<file path="config.mk">
export PLATFORM = sky130hd
export DESIGN_NAME = uoramDataPath
export DESIGN_NICKNAME = d
export VERILOG_FILES = /design/src/design/uoramPkg.sv /design/src/design/routeCtrlIf.sv /design/src/design/storeBuffer.sv /design/src/design/refillFunnel.sv /design/src/design/evictFunnel.sv /design/src/design/chunkRouter.sv /design/src/design/accessSequencer.sv /design/src/design/uoramDataPath.sv
export SDC_FILE = /design/constraint.sdc
export NUM_CORES = 1
export LEC_CHECK = 0
export BUFFER_PORTS_ARGS = -buffer_cell sky130_fd_sc_hd__buf_2
export CAP_MARGIN = 40
export CORE_MARGIN = 2
export CORE_UTILIZATION = 60
export CTS_CLUSTER_DIAMETER = 40
export DETAILED_ROUTE_END_ITERATION = 7
export GPL_TIMING_DRIVEN = 0
export PLACE_DENSITY = 0.94
export SLEW_MARGIN = 25
export SYNTH_ARGS = -nofsm -noshare
export SYNTH_HDL_FRONTEND = slang
export SYNTH_SLANG_ARGS = --single-unit
</file>
<file path="constraint.sdc">
create_clock -name Clock -period 9.5 [get_ports Clock]
set_input_delay 1.9 -clock Clock [delete_from_list [all_inputs] [get_ports Clock]]
set_output_delay 1.9 -clock Clock [all_outputs]
set_load 0.05 [all_outputs]
</file>
<file path="src/design/uoramPkg.sv">
package uoramPkg;

    // backend command encoding
    typedef enum logic [1:0] {
        Update  = 2'd0,
        Append  = 2'd1,
        Read    = 2'd2,
        ReadRmv = 2'd3
    } beCmdT;

    // which path the data path is steering for the current access
    typedef enum logic [1:0] {
        Idle       = 2'd0,
        ProgStore  = 2'd1,
        DataReturn = 2'd2,
        PosMap     = 2'd3
    } flowModeT;

    localparam int QDepthWidth = 4;

    // index width, never below one bit
    function automatic int unsigned idxWidth(input int unsigned n);
        return (n > 1) ? $clog2(n) : 1;
    endfunction

    // chunks that make up one leaf word
    function automatic int unsigned chunksPerLeaf(input int unsigned leafWidth,
                                                  input int unsigned fedWidth);
        return leafWidth / fedWidth;
    endfunction

endpackage

</file>
<file path="src/design/routeCtrlIf.sv">
`timescale 1ns/1ns

interface routeCtrlIf;
    import uoramPkg::*;

    flowModeT mode;
    // one chunk of the counted stream transferred this cycle
    logic     chunkMoved;
    logic     blockLast;
    // store buffer and evict funnel both drained
    logic     storeIdle;

    modport sequencer (
        output mode,
        output blockLast,
        input  chunkMoved,
        input  storeIdle
    );

    modport router (
        input  mode,
        input  blockLast,
        output chunkMoved,
        output storeIdle
    );

endinterface

</file>
<file path="src/design/storeBuffer.sv">
`timescale 1ns/1ns

module storeBuffer #(
    parameter int Width = 32,
    parameter int Depth = 8
) (
    input  logic             Clock,
    input  logic             rst,
    input  logic             inValid,
    output logic             inReady,
    input  logic [Width-1:0] inData,
    output logic             outValid,
    input  logic             outReady,
    output logic [Width-1:0] outData,
    output logic             empty
);
    import uoramPkg::*;

    localparam int PtrWidth = idxWidth(Depth);
    localparam int CntWidth = idxWidth(Depth + 1);

    logic [Width-1:0]    mem [Depth];
    logic [PtrWidth-1:0] wrPtr;
    logic [PtrWidth-1:0] rdPtr;
    logic [CntWidth-1:0] count;
    logic                doWrite;
    logic                doRead;

    assign inReady  = (count != CntWidth'(Depth));
    assign outValid = (count != '0);
    assign empty    = (count == '0);
    // head entry shows without a read cycle
    assign outData  = mem[rdPtr];

    assign doWrite = inValid && inReady;
    assign doRead  = outValid && outReady;

    always_ff @(posedge Clock) begin
        if (doWrite) begin
            mem[wrPtr] <= inData;
        end
    end

    always_ff @(posedge Clock) begin
        if (rst) begin
            wrPtr <= '0;
            rdPtr <= '0;
            count <= '0;
        end else begin
            if (doWrite) begin
                wrPtr <= (wrPtr == PtrWidth'(Depth - 1)) ? '0 : wrPtr + 1'b1;
            end
            if (doRead) begin
                rdPtr <= (rdPtr == PtrWidth'(Depth - 1)) ? '0 : rdPtr + 1'b1;
            end
            if (doWrite && !doRead) begin
                count <= count + 1'b1;
            end else if (doRead && !doWrite) begin
                count <= count - 1'b1;
            end
        end
    end

    // a write never lands on an occupied slot
    assert property (@(posedge Clock) disable iff (rst)
        doWrite |-> (wrPtr != rdPtr || count == '0));

endmodule

</file>
<file path="src/design/refillFunnel.sv">
`timescale 1ns/1ns

module refillFunnel #(
    parameter int FedWidth  = 32,
    parameter int LeafWidth = 64
) (
    input  logic                 Clock,
    input  logic                 rst,
    input  logic                 inValid,
    output logic                 inReady,
    input  logic [FedWidth-1:0]  inData,
    output logic                 outValid,
    input  logic                 outReady,
    output logic [LeafWidth-1:0] outData
);
    import uoramPkg::*;

    localparam int Ratio     = chunksPerLeaf(LeafWidth, FedWidth);
    localparam int SlotWidth = idxWidth(Ratio);

    logic [LeafWidth-1:0] word;
    logic [SlotWidth-1:0] slot;
    logic                 full;
    logic                 take;

    // no new chunks while the assembled word waits
    assign inReady  = !full;
    assign outValid = full;
    assign outData  = word;
    assign take     = inValid && inReady;

    // lowest chunk lands in the lowest slot
    always_ff @(posedge Clock) begin
        if (take) begin
            word[slot*FedWidth +: FedWidth] <= inData;
        end
    end

    always_ff @(posedge Clock) begin
        if (rst) begin
            slot <= '0;
            full <= 1'b0;
        end else if (take) begin
            if (slot == SlotWidth'(Ratio - 1)) begin
                slot <= '0;
                full <= 1'b1;
            end else begin
                slot <= slot + 1'b1;
            end
        end else if (full && outReady) begin
            full <= 1'b0;
        end
    end

endmodule

</file>
<file path="src/design/evictFunnel.sv">
`timescale 1ns/1ns

module evictFunnel #(
    parameter int FedWidth  = 32,
    parameter int LeafWidth = 64
) (
    input  logic                 Clock,
    input  logic                 rst,
    input  logic                 inValid,
    output logic                 inReady,
    input  logic [LeafWidth-1:0] inData,
    output logic                 outValid,
    input  logic                 outReady,
    output logic [FedWidth-1:0]  outData,
    output logic                 empty
);
    import uoramPkg::*;

    localparam int Ratio     = chunksPerLeaf(LeafWidth, FedWidth);
    localparam int SlotWidth = idxWidth(Ratio);

    logic [LeafWidth-1:0] word;
    logic [SlotWidth-1:0] slot;
    logic                 busy;

    // next word only after the last chunk has gone out
    assign inReady  = !busy;
    assign outValid = busy;
    assign empty    = !busy;
    assign outData  = word[slot*FedWidth +: FedWidth];

    always_ff @(posedge Clock) begin
        if (inValid && inReady) begin
            word <= inData;
        end
    end

    always_ff @(posedge Clock) begin
        if (rst) begin
            busy <= 1'b0;
            slot <= '0;
        end else if (inValid && inReady) begin
            busy <= 1'b1;
            slot <= '0;
        end else if (outValid && outReady) begin
            if (slot == SlotWidth'(Ratio - 1)) begin
                busy <= 1'b0;
                slot <= '0;
            end else begin
                slot <= slot + 1'b1;
            end
        end
    end

endmodule

</file>
<file path="src/design/chunkRouter.sv">
`timescale 1ns/1ns

module chunkRouter #(
    parameter int FedWidth    = 32,
    parameter int LeafWidth   = 64,
    parameter int BlockChunks = 8
) (
    input  logic                 Clock,
    input  logic                 rst,
    routeCtrlIf.router           ctrl,
    // network in
    input  logic                 dataInValid,
    output logic                 dataInReady,
    input  logic [FedWidth-1:0]  dataIn,
    // network return
    output logic                 returnDataValid,
    input  logic                 returnDataReady,
    output logic [FedWidth-1:0]  returnData,
    // PLB evict
    input  logic                 evictDataValid,
    output logic                 evictDataReady,
    input  logic [LeafWidth-1:0] evictData,
    // PLB refill
    output logic                 refillDataValid,
    input  logic                 refillDataReady,
    output logic [LeafWidth-1:0] refillData,
    // backend store
    output logic                 storeDataValid,
    input  logic                 storeDataReady,
    output logic [FedWidth-1:0]  storeData,
    // backend load
    input  logic                 loadDataValid,
    output logic                 loadDataReady,
    input  logic [FedWidth-1:0]  loadData
);
    import uoramPkg::*;

    logic                progStore;
    logic                dataReturn;
    logic                posMap;
    logic                bufValid;
    logic                bufReady;
    logic [FedWidth-1:0] bufData;
    logic                bufEmpty;
    logic                evChunkValid;
    logic                evChunkReady;
    logic [FedWidth-1:0] evChunk;
    logic                evEmpty;
    logic                rfReady;

    assign progStore  = (ctrl.mode == ProgStore);
    assign dataReturn = (ctrl.mode == DataReturn);
    assign posMap     = (ctrl.mode == PosMap);

    // store side: network during program store, evicted PLB words otherwise
    assign bufValid     = progStore ? dataInValid : evChunkValid;
    assign bufData      = progStore ? dataIn : evChunk;
    assign dataInReady  = progStore && bufReady;
    assign evChunkReady = !progStore && bufReady;

    // load side
    assign returnDataValid = dataReturn && loadDataValid;
    assign returnData      = loadData;
    assign loadDataReady   = dataReturn ? returnDataReady : (posMap && rfReady);

    always_comb begin
        case (ctrl.mode)
            ProgStore:  ctrl.chunkMoved = dataInValid && dataInReady;
            DataReturn: ctrl.chunkMoved = returnDataValid && returnDataReady;
            PosMap:     ctrl.chunkMoved = loadDataValid && loadDataReady;
            default:    ctrl.chunkMoved = 1'b0;
        endcase
    end

    assign ctrl.storeIdle = bufEmpty && evEmpty;

    storeBuffer #(
        .Width (FedWidth),
        .Depth (BlockChunks)
    ) storeBuf (
        .Clock    (Clock),
        .rst      (rst),
        .inValid  (bufValid),
        .inReady  (bufReady),
        .inData   (bufData),
        .outValid (storeDataValid),
        .outReady (storeDataReady),
        .outData  (storeData),
        .empty    (bufEmpty)
    );

    refillFunnel #(
        .FedWidth  (FedWidth),
        .LeafWidth (LeafWidth)
    ) refill (
        .Clock    (Clock),
        .rst      (rst),
        .inValid  (posMap && loadDataValid),
        .inReady  (rfReady),
        .inData   (loadData),
        .outValid (refillDataValid),
        .outReady (refillDataReady),
        .outData  (refillData)
    );

    evictFunnel #(
        .FedWidth  (FedWidth),
        .LeafWidth (LeafWidth)
    ) evict (
        .Clock    (Clock),
        .rst      (rst),
        .inValid  (evictDataValid),
        .inReady  (evictDataReady),
        .inData   (evictData),
        .outValid (evChunkValid),
        .outReady (evChunkReady),
        .outData  (evChunk),
        .empty    (evEmpty)
    );

    // last chunk of a posmap block completes a refill word
    assert property (@(posedge Clock) disable iff (rst)
        (posMap && ctrl.chunkMoved && ctrl.blockLast) |=> refillDataValid);

endmodule

</file>
<file path="src/design/accessSequencer.sv">
`timescale 1ns/1ns

module accessSequencer #(
    parameter int BlockChunks = 8
) (
    input  logic                             Clock,
    input  logic                             rst,
    input  logic                             cmdValid,
    output logic                             cmdReady,
    input  uoramPkg::beCmdT                  cmd,
    input  logic [uoramPkg::QDepthWidth-1:0] qDepth,
    routeCtrlIf.sequencer                    ctrl
);
    import uoramPkg::*;

    localparam int CntWidth = idxWidth(BlockChunks);

    logic [CntWidth-1:0] chunkCnt;
    flowModeT            nextMode;

    // queued requests go to the position map first
    always_comb begin
        if (qDepth != '0) begin
            nextMode = PosMap;
        end else if (cmd == Read || cmd == ReadRmv) begin
            nextMode = DataReturn;
        end else begin
            nextMode = ProgStore;
        end
    end

    // new access only once the store side has drained
    assign cmdReady = (ctrl.mode == Idle) && ctrl.storeIdle;

    assign ctrl.blockLast = (chunkCnt == CntWidth'(BlockChunks - 1));

    always_ff @(posedge Clock) begin
        if (rst) begin
            ctrl.mode <= Idle;
            chunkCnt  <= '0;
        end else if (cmdValid && cmdReady) begin
            ctrl.mode <= nextMode;
            chunkCnt  <= '0;
        end else if (ctrl.chunkMoved) begin
            if (ctrl.blockLast) begin
                // block complete, back to idle
                ctrl.mode <= Idle;
                chunkCnt  <= '0;
            end else begin
                chunkCnt <= chunkCnt + 1'b1;
            end
        end
    end

    // a flow runs to completion before another one starts
    assert property (@(posedge Clock) disable iff (rst)
        (ctrl.mode != Idle) |=> (ctrl.mode == $past(ctrl.mode) || ctrl.mode == Idle));

    // router counts chunks only inside a flow
    assert property (@(posedge Clock) disable iff (rst)
        (ctrl.mode == Idle) |-> !ctrl.chunkMoved);

endmodule

</file>
<file path="src/design/uoramDataPath.sv">
`timescale 1ns/1ns

module uoramDataPath #(
    parameter int FedWidth    = 32,
    parameter int LeafWidth   = 64,
    parameter int BlockChunks = 8
) (
    input  logic                             Clock,
    input  logic                             rst,
    // host command
    input  logic                             cmdValid,
    output logic                             cmdReady,
    input  uoramPkg::beCmdT                  cmd,
    input  logic [uoramPkg::QDepthWidth-1:0] qDepth,
    // network in
    input  logic                             dataInValid,
    output logic                             dataInReady,
    input  logic [FedWidth-1:0]              dataIn,
    // network return
    output logic                             returnDataValid,
    input  logic                             returnDataReady,
    output logic [FedWidth-1:0]              returnData,
    // PLB evict
    input  logic                             evictDataValid,
    output logic                             evictDataReady,
    input  logic [LeafWidth-1:0]             evictData,
    // PLB refill
    output logic                             refillDataValid,
    input  logic                             refillDataReady,
    output logic [LeafWidth-1:0]             refillData,
    // backend store
    output logic                             storeDataValid,
    input  logic                             storeDataReady,
    output logic [FedWidth-1:0]              storeData,
    // backend load
    input  logic                             loadDataValid,
    output logic                             loadDataReady,
    input  logic [FedWidth-1:0]              loadData
);

    routeCtrlIf ctrlBus ();

    accessSequencer #(
        .BlockChunks (BlockChunks)
    ) sequencer (
        .Clock    (Clock),
        .rst      (rst),
        .cmdValid (cmdValid),
        .cmdReady (cmdReady),
        .cmd      (cmd),
        .qDepth   (qDepth),
        .ctrl     (ctrlBus.sequencer)
    );

    chunkRouter #(
        .FedWidth    (FedWidth),
        .LeafWidth   (LeafWidth),
        .BlockChunks (BlockChunks)
    ) router (
        .Clock           (Clock),
        .rst             (rst),
        .ctrl            (ctrlBus.router),
        .dataInValid     (dataInValid),
        .dataInReady     (dataInReady),
        .dataIn          (dataIn),
        .returnDataValid (returnDataValid),
        .returnDataReady (returnDataReady),
        .returnData      (returnData),
        .evictDataValid  (evictDataValid),
        .evictDataReady  (evictDataReady),
        .evictData       (evictData),
        .refillDataValid (refillDataValid),
        .refillDataReady (refillDataReady),
        .refillData      (refillData),
        .storeDataValid  (storeDataValid),
        .storeDataReady  (storeDataReady),
        .storeData       (storeData),
        .loadDataValid   (loadDataValid),
        .loadDataReady   (loadDataReady),
        .loadData        (loadData)
    );

endmodule

</file>
==> flow_metrics.env <==
export IMPL_outcome="completed"
export IMPL_initial_core_util_pct=61.2
export IMPL_port_buffers=276
export IMPL_die_width_microns=167
export IMPL_yosysTopAreaCell="edfxtp_1"
export IMPL_clk_pin_slew_worst_paths_ns=0.06
export IMPL_gp_congestion=0.837
export IMPL_yosysSeqAreaShare_pct=75.0
export IMPL_synth_nets=1007
export IMPL_setup_viol=0
export IMPL_drc=0
export IMPL_core_area_sq_um=26100
export IMPL_slew_headroom_pct=43.5
export IMPL_crit_type="flip-flop to primary output"
export IMPL_grt_max_degree=28
export IMPL_timing_max_cap_violations=0
export IMPL_synthDistinctLibCells=43
export IMPL_synthCells=854
export IMPL_fillCellCount=1406
export IMPL_drv_slew=0
export IMPL_dp_hpwl_microns=27500
export IMPL_start_kind="flip-flop"
export IMPL_synth_top_cell_area_share_pct=72.3
export IMPL_p_leak_nw=7.22
export IMPL_drt_first_pass_iters=5
export IMPL_syn_avg_cell_area_sq_um=18.7
export IMPL_antenna_found_initial=2
export IMPL_holdWs_ns=0.489
export IMPL_max_freq_mhz=204
export IMPL_grt_pass1_vias=10100
export IMPL_synthTopCellsByArea="edfxtp_1 (72%), mux4_2 (9.0%), dfxtp_1 (2.8%)"
export IMPL_area_delta_synth_final_pct=24.4
export IMPL_skew_ns=0.0216
export IMPL_ys_flop_type="edfxtp_1"
export IMPL_critical_path_required_ns=7.60
export IMPL_rows=59
export IMPL_grt_pass1_wl_microns=59800
export IMPL_ant_nets=0
export IMPL_vias=9603
export IMPL_min_period_ns=4.90
export IMPL_htree_levels=2
export IMPL_ys_warn_count=0
export IMPL_critPathArrivalTime_ns=3.00
export IMPL_rsz0062_at_grt="false"
export IMPL_ctsResizeCount=0
export IMPL_synth_edf_count=384
export IMPL_setup_tns_ns=0
export IMPL_min_period_over_period_pct=51.6
export IMPL_layout_drive_gt1_share_pct=44.5
export IMPL_final_setup_worst_slack_ns=4.60
export IMPL_post_cts_buffers=0
export IMPL_drtIter0Drc=872
export IMPL_cts_sinks=406
export IMPL_routedWlPerCell_microns=24.8
export IMPL_routed_wl_microns=40200
export IMPL_ys_ff_latch=406
export IMPL_reg2reg_setup_slack_ns=6.23
export IMPL_ir_worst_vdd_v=0.000222
export IMPL_max_slew_worst_pin_slew_ns=0.839
export IMPL_root_buffer="clkbuf_16"
export IMPL_hold_path_class="flip-flop to flip-flop"
export IMPL_powerDensity_nw_per_um2=268
export IMPL_clockBufferDepth=3
export IMPL_drt_vias_per_instance=5.93
export IMPL_async_flop_share_pct=0
export IMPL_fp_dieH_microns=167
export IMPL_synth_most_common_cell="edfxtp_1"
export IMPL_cts_tree="built"
export IMPL_critPathCaptureType="primary output"
export IMPL_hold_viol_final=0
export IMPL_cp_max_fo=10
export IMPL_overflow=0
export IMPL_hold_buffers=0
export IMPL_cts_buffers=45
export IMPL_io_pins=278
export IMPL_synth_area_sq_um=16000
export IMPL_die_area_sq_um=27900
export IMPL_synth_common_cells="edfxtp_1 (384), mux4_2 (64), nand2_1 (40)"
export IMPL_grt_use_total_pct=28.8
export IMPL_clock_latency_ns=0.56
export IMPL_dp_worst_setup_slack_ns=4.95
export IMPL_nets=1399
critical path: stages, from the launching register on:
cell and delay [ns]:
dfxtp_1 0.31, clkbuf_1 0.49, clkbuf_1 0.67, mux4_2 0.44, mux2_2 0.33, buf_2 0.22
kinds of logic after synthesis:
family | share of synthesized area (%)
buffers and inverters | 2.72
adder cells (fa/ha/maj) | 0.831
flip-flops | 75.0
AO/OA/AOI/OAI | 2.16
multiplexers | 13.6
XOR/XNOR | 0.165
AND/OR/NAND/NOR | 5.51
power by group:
group / leakage [nW] / internal, W / switching [W]
registers: 3.71 / 0.00219 / 0.0000500
clock network: 0.717 / 0.00100 / 0.000731
logic: 2.79 / 0.000455 / 0.000895
total: 7.22 / 0.00365 / 0.00168
cell type report:
cell class	instances	area, sq um	area share [%]
Buffer	75	412	2.07
Antenna cell	2	5.00	0.0252
Tap cell	335	419	2.11
Timing Repair Buffer	345	1900	9.55
Inverter	6	22.5	0.113
Clock inverter	35	367	1.85
Multi-Input combinational cell	367	3610	18.2
Clock buffer	49	1140	5.75
Sequential cell	406	12000	60.3
sequential cells by signal (all words and copies together) (netlist names), named ones only:
signal / cells
router.storeBuf.mem: 256
router.evict.word: 64
router.refill.outData: 64
router.storeBuf.count: 4
router.storeBuf.rdPtr: 3
router.storeBuf.wrPtr: 3
sequencer.chunkCnt: 3
sequencer.ctrl.mode: 2
router.evict.outValid: 1
router.evict.slot: 1
router.refill.outValid: 1
router.refill.slot: 1
stage by stage:
step | utilization [%] | cell area (sq um) | total power (W) | std cells
after CTS | 75.8 | 19700 | 0.00532 | 1598
after detailed placement | 70.0 | 18200 | 0.00359 | 1514
final | 76.2 | 19800 | 0.00533 | 1620
after global routing | 76.2 | 19800 | 0.00550 | 1619
after floorplan | - | 16000 | 0.00319 | 854
after global placement | 68.1 | 17800 | 0.00350 | 1465
cell usage in the layout, fill, tap and decap left out, types with 3 or more instances in the layout:
cell,synthesis,routed
nand4b_1,4,4
inv_6,0,3
mux2_2,34,34
clkinv_8,0,3
buf_12,0,5
clkbuf_1,31,35
mux2i_1,34,34
clkinv_2,0,5
nor2b_1,37,37
nand3_1,10,10
buf_6,0,10
clkbuf_16,0,45
inv_1,6,6
clkinv_4,0,3
mux4_2,64,64
o21ai_0,39,36
clkinv_1,0,6
and2_1,33,33
nor2_1,16,12
nor2_4,0,4
a21oi_1,12,12
bufinv_16,0,4
buf_2,7,320
o21ai_1,0,3
dfxtp_1,22,22
nand2_1,40,40
clkinvlp_4,0,7
clkbuf_2,1,4
ha_1,9,9
edfxtp_1,384,384
buf_1,4,5
or4_1,3,3
inv_8,0,4
buf_4,32,45
path summary, 6_finish.rpt:
kind | start | depth (start not counted) | to
worst min-delay path | sequencer.chunkCnt[1]$_SDFFE_PP0P_ | 2 | sequencer.chunkCnt[1]$_SDFFE_PP0P_
worst max-delay path | flip-flop | 5 | storeData[6]
worst max register to register | sequencer.ctrl.mode[0]$_SDFFE_PP0P_ | 10 | router.storeBuf.mem[2][13]$_DFFE_PP_
worst min register to register | sequencer.chunkCnt[1]$_SDFFE_PP0P_ | 2 | sequencer.chunkCnt[1]$_SDFFE_PP0P_
per-layer routing:
metal	up-vias	GRT usage, %	wire (microns)
li1	4115	-	-
met1	4782	36.0	14600
met2	616	49.5	20600
met4	0	9.82	1260
met5	-	0	0
met3	90	7.41	3830
Power figures use the tool's default switching activity.
